`config.mk`:
```
export PLATFORM = sky130hd
export DESIGN_NAME = itlb_top
export DESIGN_NICKNAME = d
export VERILOG_FILES = /design/src/verilog/itlb_pkg.sv /design/src/verilog/tlb_fill_if.sv /design/src/verilog/tlb_lookup_if.sv /design/src/verilog/itlb_top.sv /design/src/verilog/itlb_miss_unit.sv /design/src/verilog/tlb_array.sv
export SDC_FILE = /design/constraint.sdc
export NUM_CORES = 1
export LEC_CHECK = 0
export CAP_MARGIN = 20
export CORE_MARGIN = 2
export CORE_UTILIZATION = 60
export DETAILED_ROUTE_END_ITERATION = 10
export DONT_BUFFER_PORTS = 1
export PLACE_DENSITY = 0.76
export SETUP_SLACK_MARGIN = 0.5
export SLEW_MARGIN = 25
export SYNTH_ARGS = -nofsm -noshare
export SYNTH_HDL_FRONTEND = slang
export SYNTH_SLANG_ARGS = --single-unit
```
`constraint.sdc`:
```
create_clock -name clk -period 11.1 [get_ports clk]
set_input_delay 0.555 -clock clk [delete_from_list [all_inputs] [get_ports clk]]
set_output_delay 0.555 -clock clk [all_outputs]
set_load 0.01 [all_outputs]
```
`src/verilog/itlb_pkg.sv`:
```
package itlb_pkg;

    // ----------------------------------------------------------------------
    // sv32 field widths.
    // ----------------------------------------------------------------------
    localparam int VADDR_W = 32;
    localparam int PADDR_W = 34;
    localparam int OFF_W = 12;
    localparam int VPN_HALF_W = 10;
    localparam int PPN1_W = 12;
    localparam int PPN0_W = 10;
    localparam int PPN_W = PPN1_W + PPN0_W;

    // an entry is exactly one apb read word.
    localparam int ENTRY_W = 32;
    localparam int ENTRY_RSVD_W = ENTRY_W - PPN_W - 2;

    // the refill index field is sized for the largest array.
    localparam int MAX_ENTRIES = 32;
    localparam int IDX_W = $clog2(MAX_ENTRIES);

    // walk address is the vpn scaled to a word address.
    localparam int PTE_ADDR_SHIFT = 2;

    typedef logic [VADDR_W-1:0] vaddr_t;
    typedef logic [PADDR_W-1:0] paddr_t;
    typedef logic [OFF_W-1:0] page_off_t;
    typedef logic [VPN_HALF_W-1:0] vpn_half_t;
    typedef logic [IDX_W-1:0] idx_t;

    typedef struct packed {
        vpn_half_t vpn1;
        vpn_half_t vpn0;
    } vpn_t;

    typedef struct packed {
        logic [PPN1_W-1:0] ppn1;
        logic [PPN0_W-1:0] ppn0;
    } ppn_t;

    // mega set means ppn0 is ignored and vpn0 passes through.
    typedef struct packed {
        ppn_t ppn;
        logic mega;
        logic exec;
        logic [ENTRY_RSVD_W-1:0] rsvd;
    } tlb_entry_t;

    // ----------------------------------------------------------------------
    // miss handling.
    // ----------------------------------------------------------------------
    typedef enum logic [1:0] {
        IDLE,
        WALK_PORT0,
        WALK_PORT1,
        HOLD
    } miss_state_t;

endpackage
```
`src/verilog/tlb_fill_if.sv`:
```
`timescale 1ns/1ns

// refill and flush, shared by both arrays.
interface tlb_fill_if import itlb_pkg::*; ();

    logic we;
    idx_t widx;
    vpn_t wvpn;
    tlb_entry_t wentry;
    logic flush;

    modport source (
        output we, widx, wvpn, wentry, flush
    );

    modport sink (
        input  we, widx, wvpn, wentry, flush
    );

endinterface

```
`src/verilog/tlb_lookup_if.sv`:
```
`timescale 1ns/1ns

// one fetch port's lookup into one array, answered in the same cycle.
interface tlb_lookup_if import itlb_pkg::*; ();

    logic req;
    vaddr_t vaddr;
    logic hit;
    paddr_t paddr;
    logic exec;

    modport array (
        input  req, vaddr,
        output hit, paddr, exec
    );

    modport miss (
        output req, vaddr,
        input  hit, paddr, exec
    );

endinterface

```
`src/verilog/itlb_top.sv`:
```
`timescale 1ns/1ns

module itlb_top import itlb_pkg::*; #(
    parameter int ENTRIES = 8
) (
    input  logic clk,
    input  logic rst,

    // fetch side.
    input  logic req0,
    input  vaddr_t vaddr0,
    input  logic req1,
    input  vaddr_t vaddr1,
    input  logic ready,
    input  logic flush,
    output logic miss,
    output paddr_t paddr0,
    output paddr_t paddr1,
    output logic fault0,
    output logic fault1,

    // l2 tlb over apb.
    output logic psel,
    output logic penable,
    output logic [31:0] paddr,
    input  logic pready,
    input  tlb_entry_t prdata,
    input  logic pslverr
);

    tlb_lookup_if lk0_if ();
    tlb_lookup_if lk1_if ();
    tlb_fill_if fill_if ();

    // both arrays see the same refills, so they hold the same pages.
    tlb_array #(.ENTRIES(ENTRIES)) arr0 (
        .clk  (clk),
        .rst  (rst),
        .look (lk0_if.array),
        .fill (fill_if.sink)
    );

    tlb_array #(.ENTRIES(ENTRIES)) arr1 (
        .clk  (clk),
        .rst  (rst),
        .look (lk1_if.array),
        .fill (fill_if.sink)
    );

    itlb_miss_unit #(.ENTRIES(ENTRIES)) miss0 (
        .clk     (clk),
        .rst     (rst),
        .flush   (flush),
        .ready   (ready),
        .miss    (miss),
        .fault0  (fault0),
        .fault1  (fault1),
        .paddr0  (paddr0),
        .paddr1  (paddr1),
        .req0    (req0),
        .req1    (req1),
        .vaddr0  (vaddr0),
        .vaddr1  (vaddr1),
        .lk0     (lk0_if.miss),
        .lk1     (lk1_if.miss),
        .fill    (fill_if.source),
        .psel    (psel),
        .penable (penable),
        .paddr   (paddr),
        .pready  (pready),
        .pslverr (pslverr),
        .prdata  (prdata)
    );

endmodule

```
`src/verilog/itlb_miss_unit.sv`:
```
`timescale 1ns/1ns

module itlb_miss_unit import itlb_pkg::*; #(
    parameter int ENTRIES = 8
) (
    input  logic clk,
    input  logic rst,
    input  logic flush,
    input  logic ready,
    output logic miss,
    output logic fault0,
    output logic fault1,
    output paddr_t paddr0,
    output paddr_t paddr1,
    input  logic req0,
    input  logic req1,
    input  vaddr_t vaddr0,
    input  vaddr_t vaddr1,
    tlb_lookup_if.miss lk0,
    tlb_lookup_if.miss lk1,
    tlb_fill_if.source fill,
    output logic psel,
    output logic penable,
    output logic [31:0] paddr,
    input  logic pready,
    input  logic pslverr,
    input  tlb_entry_t prdata
);

    localparam int IW = $clog2(ENTRIES);

    miss_state_t state_q;
    logic [1:0] need_q;
    logic [1:0] fault_q;
    vaddr_t va_q [2];
    paddr_t res_q [2];
    logic [7:0] lfsr_q;
    logic psel_q;
    logic penable_q;
    logic [31:0] paddr_q;

    logic idle;
    logic hold;
    logic [1:0] port_miss;
    logic start;
    logic done;
    logic take;
    logic next_walk;
    logic port_sel;
    vaddr_t walk_va;
    vpn_t walk_vpn;
    logic walk_fault;
    paddr_t walk_paddr;

    function automatic logic [31:0] walk_addr(vaddr_t va);
        return 32'(va[VADDR_W-1:OFF_W]) << PTE_ADDR_SHIFT;
    endfunction

    assign idle = (state_q == IDLE);
    assign hold = (state_q == HOLD);

    // live addresses while idle, latched ones during a walk.
    assign lk0.req = idle & req0;
    assign lk0.vaddr = idle ? vaddr0 : va_q[0];
    assign lk1.req = idle ? req1 : need_q[1];
    assign lk1.vaddr = idle ? vaddr1 : va_q[1];

    assign port_miss = {lk1.req & ~lk1.hit, lk0.req & ~lk0.hit};
    // a dropped transfer may still be on the bus after flush.
    assign start = idle & (|port_miss) & ~psel_q & ~flush;

    // ----------------------------------------------------------------------
    // walk completion.
    // ----------------------------------------------------------------------
    assign done = psel_q & penable_q & pready;
    assign take = done & ~flush & (state_q == WALK_PORT0 || state_q == WALK_PORT1);
    assign next_walk = take & (state_q == WALK_PORT0) & need_q[1];
    assign port_sel = (state_q == WALK_PORT1);

    assign walk_va = port_sel ? va_q[1] : va_q[0];
    assign walk_vpn = vpn_t'(walk_va[VADDR_W-1:OFF_W]);
    assign walk_fault = pslverr | ~prdata.exec;
    assign walk_paddr = {
        prdata.ppn.ppn1,
        prdata.mega ? walk_vpn.vpn0 : prdata.ppn.ppn0,
        walk_va[OFF_W-1:0]
    };

    // port 1 may already be covered by the entry port 0 just wrote.
    assign fill.we = take & ~walk_fault & ~(port_sel & lk1.hit);
    assign fill.widx = idx_t'(lfsr_q[IW-1:0]);
    assign fill.wvpn = walk_vpn;
    assign fill.wentry = prdata;
    assign fill.flush = flush;

    always_ff @(posedge clk or posedge rst) begin
        if (rst) begin
            state_q <= IDLE;
            need_q <= '0;
            fault_q <= '0;
        end else if (flush) begin
            state_q <= IDLE;
            need_q <= '0;
            fault_q <= '0;
        end else begin
            case (state_q)
                IDLE: begin
                    if (start) begin
                        need_q <= port_miss;
                        fault_q <= {lk1.hit & ~lk1.exec, lk0.hit & ~lk0.exec};
                        state_q <= port_miss[0] ? WALK_PORT0 : WALK_PORT1;
                    end
                end
                WALK_PORT0: begin
                    if (take) begin
                        fault_q[0] <= walk_fault;
                        state_q <= need_q[1] ? WALK_PORT1 : HOLD;
                    end
                end
                WALK_PORT1: begin
                    if (take) begin
                        fault_q[1] <= walk_fault;
                        state_q <= HOLD;
                    end
                end
                HOLD: begin
                    if (ready) begin
                        state_q <= IDLE;
                    end
                end
                default: state_q <= IDLE;
            endcase
        end
    end

    // ----------------------------------------------------------------------
    // apb requester.
    // ----------------------------------------------------------------------
    always_ff @(posedge clk or posedge rst) begin
        if (rst) begin
            psel_q <= 1'b0;
            penable_q <= 1'b0;
        end else if (start) begin
            psel_q <= 1'b1;
            penable_q <= 1'b0;
        end else if (done) begin
            // back to back setup for port 1.
            psel_q <= next_walk;
            penable_q <= 1'b0;
        end else if (psel_q) begin
            penable_q <= 1'b1;
        end
    end

    always_ff @(posedge clk) begin
        if (start) begin
            va_q[0] <= vaddr0;
            va_q[1] <= vaddr1;
            res_q[0] <= lk0.paddr;
            res_q[1] <= lk1.paddr;
            paddr_q <= walk_addr(port_miss[0] ? vaddr0 : vaddr1);
        end else begin
            if (take) begin
                res_q[port_sel] <= walk_paddr;
            end
            if (next_walk) begin
                paddr_q <= walk_addr(va_q[1]);
            end
        end
    end

    // x^8 + x^6 + x^5 + x^4 + 1.
    always_ff @(posedge clk or posedge rst) begin
        if (rst) begin
            lfsr_q <= 8'h01;
        end else begin
            lfsr_q <= {lfsr_q[6:0], lfsr_q[7] ^ lfsr_q[5] ^ lfsr_q[4] ^ lfsr_q[3]};
        end
    end

    assign psel = psel_q;
    assign penable = penable_q;
    assign paddr = paddr_q;

    assign miss = idle ? (|port_miss) : ~hold;
    assign paddr0 = hold ? res_q[0] : lk0.paddr;
    assign paddr1 = hold ? res_q[1] : lk1.paddr;
    assign fault0 = hold ? fault_q[0] : (lk0.req & lk0.hit & ~lk0.exec);
    assign fault1 = hold ? fault_q[1] : (idle & lk1.req & lk1.hit & ~lk1.exec);

    // the completer may stall; the request must not move under it.
    a_apb_hold: assert property (
        @(posedge clk) disable iff (rst)
        psel_q && !(penable_q && pready) |=> psel_q && $stable(paddr_q)
    ) else $error("apb request changed before pready");

    a_apb_enable: assert property (
        @(posedge clk) disable iff (rst)
        penable_q |-> psel_q
    ) else $error("penable without psel");

endmodule

```
`src/verilog/tlb_array.sv`:
```
`timescale 1ns/1ns

module tlb_array import itlb_pkg::*; #(
    parameter int ENTRIES = 8
) (
    input  logic clk,
    input  logic rst,
    tlb_lookup_if.array look,
    tlb_fill_if.sink fill
);

    localparam int IW = $clog2(ENTRIES);

    logic [ENTRIES-1:0] valid_q;
    vpn_t tag_q [ENTRIES];
    tlb_entry_t data_q [ENTRIES];

    logic [ENTRIES-1:0] match;
    vpn_t look_vpn;
    page_off_t look_off;
    tlb_entry_t hit_entry;
    logic [IW-1:0] wslot;

    // ----------------------------------------------------------------------
    // lookup.
    // ----------------------------------------------------------------------
    assign look_vpn = vpn_t'(look.vaddr[VADDR_W-1:OFF_W]);
    assign look_off = look.vaddr[OFF_W-1:0];

    // megapages compare the upper half only.
    always_comb begin
        for (int i = 0; i < ENTRIES; i++) begin
            match[i] = valid_q[i]
                && (tag_q[i].vpn1 == look_vpn.vpn1)
                && (data_q[i].mega || (tag_q[i].vpn0 == look_vpn.vpn0));
        end
    end

    // at most one slot matches, so a plain priority pick is enough.
    always_comb begin
        hit_entry = '0;
        for (int i = 0; i < ENTRIES; i++) begin
            if (match[i]) begin
                hit_entry = data_q[i];
            end
        end
    end

    assign look.hit = look.req & (|match);
    assign look.exec = hit_entry.exec;
    assign look.paddr = {
        hit_entry.ppn.ppn1,
        hit_entry.mega ? look_vpn.vpn0 : hit_entry.ppn.ppn0,
        look_off
    };

    // ----------------------------------------------------------------------
    // refill and flush.
    // ----------------------------------------------------------------------
    assign wslot = fill.widx[IW-1:0];

    always_ff @(posedge clk or posedge rst) begin
        if (rst) begin
            valid_q <= '0;
        end else if (fill.flush) begin
            valid_q <= '0;
        end else if (fill.we) begin
            valid_q[wslot] <= 1'b1;
        end
    end

    always_ff @(posedge clk) begin
        if (fill.we && !fill.flush) begin
            tag_q[wslot] <= fill.wvpn;
            data_q[wslot] <= fill.wentry;
        end
    end

    // ----------------------------------------------------------------------
    // checks.
    // ----------------------------------------------------------------------

    // the miss unit only refills pages that missed, so no page is held twice.
    a_one_match: assert property (
        @(posedge clk) disable iff (rst)
        $onehot0(match)
    ) else $error("more than one slot matches the lookup");

    // victim index comes from the miss unit and must fit this array.
    a_widx_range: assert property (
        @(posedge clk) disable iff (rst)
        fill.we |-> (int'(fill.widx) < ENTRIES)
    ) else $error("refill index out of range");

endmodule

```
==> results of run 1 <==
-- synthesized netlist by cell type, types with 9 or more instances --
| cell | number |
|---|---|
| a211oi_1 | 9 |
| a21boi_0 | 12 |
| a21o_1 | 19 |
| a21oi_1 | 37 |
| a21oi_2 | 19 |
| a221oi_1 | 15 |
| a22oi_1 | 13 |
| a311oi_1 | 14 |
| a31oi_1 | 65 |
| buf_1 | 10 |
| buf_2 | 20 |
| buf_4 | 16 |
| clkbuf_1 | 74 |
| dfrtp_1 | 30 |
| edfxtp_1 | 504 |
| inv_1 | 48 |
| mux2_2 | 80 |
| mux2i_1 | 59 |
| mux2i_2 | 29 |
| mux2i_4 | 11 |
| nand2_1 | 149 |
| nand3_1 | 53 |
| nor2_1 | 202 |
| nor3_1 | 70 |
| nor4_1 | 78 |
| o211ai_1 | 12 |
| o21ai_0 | 132 |
| o21ai_1 | 11 |
| o221a_2 | 19 |
| o22ai_1 | 21 |
| o311ai_0 | 10 |
| o31ai_1 | 10 |
| or3_1 | 12 |
| xnor2_1 | 298 |
| xor2_1 | 25 |
-- layout by cell type, fill, tap and decap left out, drive strengths merged, types with 54 or more instances in the layout --
| cell | netlist | final |
|---|---|---|
| edfxtp | 504 | 504 |
| xnor2 | 298 | 298 |
| nor2 | 206 | 206 |
| nand2 | 149 | 149 |
| o21ai | 143 | 143 |
| mux2i | 99 | 99 |
| mux2 | 82 | 82 |
| nor4 | 81 | 81 |
| nor3 | 70 | 70 |
| a31oi | 67 | 67 |
| clkbuf | 75 | 65 |
| a21oi | 57 | 57 |
| nand3 | 54 | 54 |
-- stage by stage --
stage	setup WS (ns)	util, %	power, W	area (um^2)	hold WS (ns)
finish	3.31	66.3	0.00578	30800	0.0126
CTS	3.30	66.2	0.00578	30800	0.000197
detailed placement	3.33	61.9	0.00400	28800	0.337
floorplan	4.19	-	0.00363	28200	0.331
global placement	3.50	61.9	0.00397	28800	0.343
global route	2.79	66.3	0.00597	30800	0.000652
-- per-layer routing --
metal,wire [um],track usage [%]
met1,32000,44.6
met2,39700,55.8
met3,9140,7.79
met4,3660,15.0
met5,0,0
-- flip-flops by register name, summed over array words and instances, names as in the netlist --
| signal | flops |
|---|---|
| arr1.data_q | 168 |
| arr0.tag_q | 160 |
| miss0.res_q | 68 |
| miss0.va_q | 64 |
| arr0.data_q | 24 |
| miss0.paddr | 20 |
| arr0.valid_q | 8 |
| arr1.valid_q | 8 |
| miss0.lfsr_q | 8 |
| miss0.fault_q | 2 |
| miss0.state_q | 2 |
| miss0.need_q | 1 |
| miss0.penable | 1 |
| miss0.psel | 1 |
-- final timing paths --
| check | startpoint | to | slack (ns) | depth (start not counted) |
|---|---|---|---|---|
| max | miss0.state_q[1] | miss0.paddr[5] | 3.31 | 16 |
| min | prdata[17] | arr1.data_q[7][17] | 0.01 | 0 |
| max reg2reg | miss0.state_q[1] | miss0.paddr[5] | 3.31 | 16 |
| min reg2reg | miss0.lfsr_q[6] | miss0.lfsr_q[7] | 0.36 | 0 |
| max in group asynchronous | rst | miss0.lfsr_q[0] | 10.30 | 3 |
| min in group asynchronous | rst | miss0.fault_q[1] | 0.46 | 3 |
-- cells by family after synthesis --
group	share of synthesized area, %
AND/OR/NAND/NOR	10.3
flip-flops	56.4
AO/OA/AOI/OAI	12.4
XOR/XNOR	10.0
multiplexers	7.68
buffers and inverters	2.95
adder cells (fa/ha/maj)	0.222
other	0.0133
-- power by group through the flow --
stage               combinational, W  clock (W)  sequential, W
detailed placement           0.00141          0        0.00259
finish                       0.00144    0.00180        0.00255
global route                 0.00152    0.00188        0.00256
global placement             0.00138          0        0.00258
floorplan                    0.00106          0        0.00256
CTS                          0.00143    0.00180        0.00255
-- cell type report --
cell class                      count  area [um^2]  share of cell area, %
Clock buffer                       65         1390                   4.52
Multi-Input combinational cell   1634        11600                   37.7
Inverter                           48          180                  0.585
Tap cell                          607          759                   2.47
Timing Repair Buffer               72          636                   2.06
Clock inverter                     35          307                  0.995
Sequential cell                   535        15900                   51.6
-- critical path: cells and delay by family, from the launching register on --
family | cells | cell delay (ns)
buf+inv | 6 | 2.47
xor+xnor | 1 | 0.23
mux | 1 | 0.83
compound gates | 3 | 1.17
flops | 1 | 0.46
fa+ha+maj | 1 | 0.77
simple gates | 4 | 1.41
==> qor.csv, run 1 <==
metric,value,unit
status,"complete, no violations",
post-layout min period,7.79,ns
IO Pins,209,
Post-route DRC,0,
combinational fraction of design power,24.9,%
CTS H-tree lvls,2,
leakage dissipation,9.72,nW
Initial Utilization,60.7,%
synth warn,0,
clock sink total,535,
"Period Utilization, post-route",70.2,%
ys flop type,edfxtp_1,
CTS tree,done,
top post-synthesis cells by area,"edfxtp_1 (54%), xnor2_1 (9.3%), mux2_2 (3.2%), nor2_1 (2.7%), dfrtp_1 (2.7%)",
placed insts,2865,
Root Buffer,clkbuf_16,
area delta synth->final,9.26,%
DIE AREA,0.0487,mm^2
asr flop ratio synth,5.79,%
post-CTS sizing,0,
routed wire length,84500,um
postcts setup bufs,0,
DR vias,20300,
setup total negative slack,0,ns
Syn Area/Cell,12.1,um^2
grt total ovfl,0,
Final Hold Fails,0,
DRT iter0 DRCs,2534,
NumNets Final,2454,
worst-case clock buffer depth,3,
max_slew headroom,24.6,%
PwrDens,188,mW/mm^2
global-route wire length before repair,123000,um
critical path arrival,8.04,ns
layout cells sized above 1,13.6,%
max incr delay on CP,0.83,ns
slew of the pin with the lowest slew margin,1.11,ns
height of the die,221,um
number of enable flip-flop cells after synthesis,504,
Mapped Cells,2335,
PortBufs,0,
Net Sw Power,0.00178,W
row count,79,
core area,0.0465,mm^2
Max Cap Violations,0,
"Clk pin slew, worst setup/hold paths",0.06,ns
clock network fraction of design power,31.1,%
initial antenna violation count,1,
Worst-Skew Late Latency,0.64,ns
CP max-delay cell,mux2i_2,
CTS Hold Buffers Added,30,
total track usage,34.4,%
post-synth top area share,53.7,%
Setup Crit Path Kind,flop to flop,
most frequent CP cell,buf_4,
Synth cell types,90,
final setup fails,0,
Post-Layout Cell Count,2996,
Critical Path Source Type,flop,
P_int,0.00400,W
"Critical Path, Cell by Cell",inv_1 -> ha_4 -> buf_4 -> mux2i_2 -> xnor2_1 -> nor4_1 -> nand4_1 -> a21oi_4 -> buf_16 -> or4_1 -> or4b_1 -> buf_4 -> a211oi_4 -> buf_4 -> buf_4 -> a31o_2,
vias in the first global route,19900,
worst-path fanout max,66,
Vias/cell,6.79,
WP data required,11.35,ns
switching share of power,30.9,%
# diodes,0,
drt wl/cell,28.2,um
max-slew violations,0,
top achievable clock speed,128,MHz
fillers,3379,
drt first pass iters,6,
Hold WC Path Type,input port to flop,
Max Clock Skew,0.0249,ns
Mapped Area,0.0282,mm^2
DP Wirelength,55500,um
sequential power share,44.0,%
largest net degree at the start of global routing,71,
number of synthesized register bits,535,
Synth area leader,edfxtp_1,
Placer Congestion,0.949,
Final ANT Viol Nets,0,
RSZ-0062 raised after global routing,false,
Peak VDD IR,0.000253,V
Num CTS Buffers,54,
"Seq/Total Area, Yosys",56.4,%
CP endpoint kind,flop,
DIE WIDTH,221,um
(Power assumes the default switching activity.)
==> inputs of run 2 (changes only) <==
- clock period: 11.1 -> 7.7 ns (I/O delays scaled with it)
==> run 2 against run 1 <==
  * Via count increased by 2.0%
  * Critical path depth shrank 2
  * Combinational power up 48%
  * Non-clock buffer count rose by 72
  * Clock skew is essentially flat
  * Cell area rose by 2.9%
  * Wire length grew 1.1%
  * Clock-buffer cell count grew 5
  * Hold slack improved by 0.014 ns
  * Critical endpoint is now fault1
  * Flip-flop and latch count stayed put
  * Largest cell class unchanged
  * Register-to-register slack worse by 2.0 ns
==> qor.csv, run 2 (synthesized netlist as in run 1, its figures left out) <==
metric,value,unit,change
post-layout min period,6.95,ns,
"commonest cells after routing, fill and taps aside","edfxtp_1 (504), xnor2_1 (298), nor2_1 (193)",,"was edfxtp_1 (504), xnor2_1 (298), nor2_1 (194)"
switching share of power,30.8,%,was 30.9%
PortBufs,0,,unchanged
Min Hold Slack,0.0263,ns,was 0.0126 ns
overall power,0.00859,W,was 0.00578 W
final setup fails,0,,unchanged
placed cell area,0.0289,mm^2,was 0.0288 mm^2
largest net degree at the start of global routing,107,,was 71
total track usage,34.9,%,was 34.4%
Final ANT Viol Nets,0,,unchanged
status,"complete, no violations",,unchanged
DIE AREA,0.0487,mm^2,unchanged
IO Pins,209,,unchanged
Critical Path Source Type,flop,,unchanged
clock network fraction of design power,32.5,%,was 31.1%
Max Cap Violations,0,,unchanged
Worst-Skew Late Latency,0.64,ns,about the same
CTS tree,done,,unchanged
Setup Crit Path Kind,flop to primary output,,was flop to flop
setup total negative slack,0,ns,unchanged
Hold WC Path Type,input port to flop,,unchanged
height of the die,221,um,unchanged
reg2reg setup slack,1.33,ns,was 3.31 ns
initial antenna violation count,1,,unchanged
vias in the first global route,20200,,was 19900
"Clk pin slew, worst setup/hold paths",0.06,ns,about the same
R2R cell count,14,,was 16
core area,0.0465,mm^2,unchanged
area delta synth->final,12.4,%,was 9.26%
worst hold path cell count,2,,was 0
Post-route DRC,0,,unchanged
layout cells sized above 1,14.2,%,was 13.6%
worst-path fanout max,32,,was 66
PwrDens,271,mW/mm^2,was 188 mW/mm^2
DRT iter0 DRCs,2658,,was 2534
"Most flops, register",arr1.data_q,,unchanged
DIE WIDTH,221,um,unchanged
design area,0.0317,mm^2,was 0.0308 mm^2
drt first pass iters,8,,was 6
DR vias,20700,,was 20300
sequential power share,42.7,%,was 44.0%
RSZ-0062 raised after global routing,false,,unchanged
drt wl/cell,27.8,um,was 28.2 um
Peak VDD IR,0.000204,V,was 0.000253 V
Root Buffer,clkbuf_16,,unchanged
Vias/cell,6.75,,was 6.79
NumNets Final,2528,,was 2454
row count,79,,unchanged
combinational fraction of design power,24.8,%,was 24.9%
Placer Congestion,0.983,,was 0.949
leakage dissipation,10.1,nW,was 9.72 nW
DP Wirelength,56800,um,was 55500 um
critical path arrival,6.57,ns,was 8.04 ns
top achievable clock speed,144,MHz,
biggest regs,"arr1.data_q (168), arr0.tag_q (160), miss0.res_q (68)",,unchanged
max_slew headroom,27.3,%,was 24.6%
slew of the pin with the lowest slew margin,1.09,ns,was 1.11 ns
Max Clock Skew,0.0249,ns,about the same
worst-case clock buffer depth,3,,unchanged
Final Hold Fails,0,,unchanged
Net Sw Power,0.00264,W,was 0.00178 W
routed wire length,85400,um,was 84500 um
WP data required,7.32,ns,was 11.35 ns
max reg flops,168,,unchanged
max-slew violations,0,,unchanged
global-route wire length before repair,126000,um,was 123000 um
"Period Utilization, post-route",90.3,%,
P_int,0.00595,W,was 0.00400 W
CTS H-tree lvls,2,,unchanged
grt total ovfl,0,,unchanged
clock sink total,535,,unchanged
CP endpoint kind,primary output,,was flop
"commonest non-fill, non-tap cell in the layout",edfxtp_1,,unchanged
Initial Utilization,60.7,%,unchanged
Num CTS Buffers,56,,was 54
-- run 2: cell count changes in the layout (fill, tap and decap cells not counted), sizes merged, moves of 2 or more --
cell,change
clkinv,-4
clkbuf,+5
dlygate4sd3,+62
diode,+2
buf,+10
bufinv,+2
-- run 2: cell type report --
| type | count | area [um^2] |
|---|---|---|
| sequential | 535 | 15900 |
| fill | 3248 | 14800 |
| multi-input combinational | 1634 | 11600 |
| clock buffer | 70 | 1490 |
| timing repair buffer | 144 | 1370 |
| tap | 607 | 759 |
| clock inverter | 34 | 372 |
| inverter | 48 | 180 |
| antenna | 2 | 5.00 |
-- run 2: critical path, stage by stage, from the launching register on --
cell and delay, ns:
dfrtp_1 0.40, inv_1 0.20, ha_4 0.69, buf_4 0.37, mux2i_2 0.68, xnor2_1 0.27
nor4_1 0.43, nand3_1 0.60, nor2_2 0.59, buf_4 0.41, or3_1 0.17, o21ai_0 0.09
a221o_1 0.36, o211ai_1 0.42, o31ai_1 0.21
-- run 2: worst paths after layout --
check	startpoint	endpoint
min in group asynchronous	rst	miss0.penable
max in group asynchronous	rst	miss0.lfsr_q[0]
min	prdata[29]	miss0.res_q[0][31]
max	miss0.state_q[0]	fault1
min reg2reg	miss0.lfsr_q[6]	miss0.lfsr_q[7]
max reg2reg	miss0.state_q[0]	miss0.paddr[17]
-- run 2: per-layer routing --
layer  GRT usage [%]  part of all wire (%)
met5               0                     0
met1            47.3                    39
met2            55.0                    46
met3            6.17                    11
met4            16.6                   4.7
-- run 2: power by group through the flow --
stage	Combinational [W]	Clock (W)	Sequential [W]
floorplan	0.00154	0	0.00370
global placement	0.00200	0	0.00372
detailed placement	0.00204	0	0.00373
CTS	0.00211	0.00280	0.00367
global route	0.00225	0.00290	0.00369
finish	0.00213	0.00279	0.00367
-- run 2: stage by stage --
| step | std cells | worst slack (ns) | utilization [%] |
|---|---|---|---|
| 2_1_floorplan | 2346 | 0.791 | - |
| 3_5_place_dp | 2876 | 1.39 | 62.2 |
| 3_3_place_gp | 2876 | 1.54 | 62.2 |
| 4_1_cts | 3072 | 0.891 | 68.2 |
| 5_1_grt | 3073 | 0.524 | 68.2 |
| 6_report | 3074 | 0.749 | 68.2 |
-- run 2: timing repair --
item	CTS	global route
buffers inserted	0	0
gates resized for setup	0	0
endpoints found under the hold margin	344	0
hold buffers	92	0
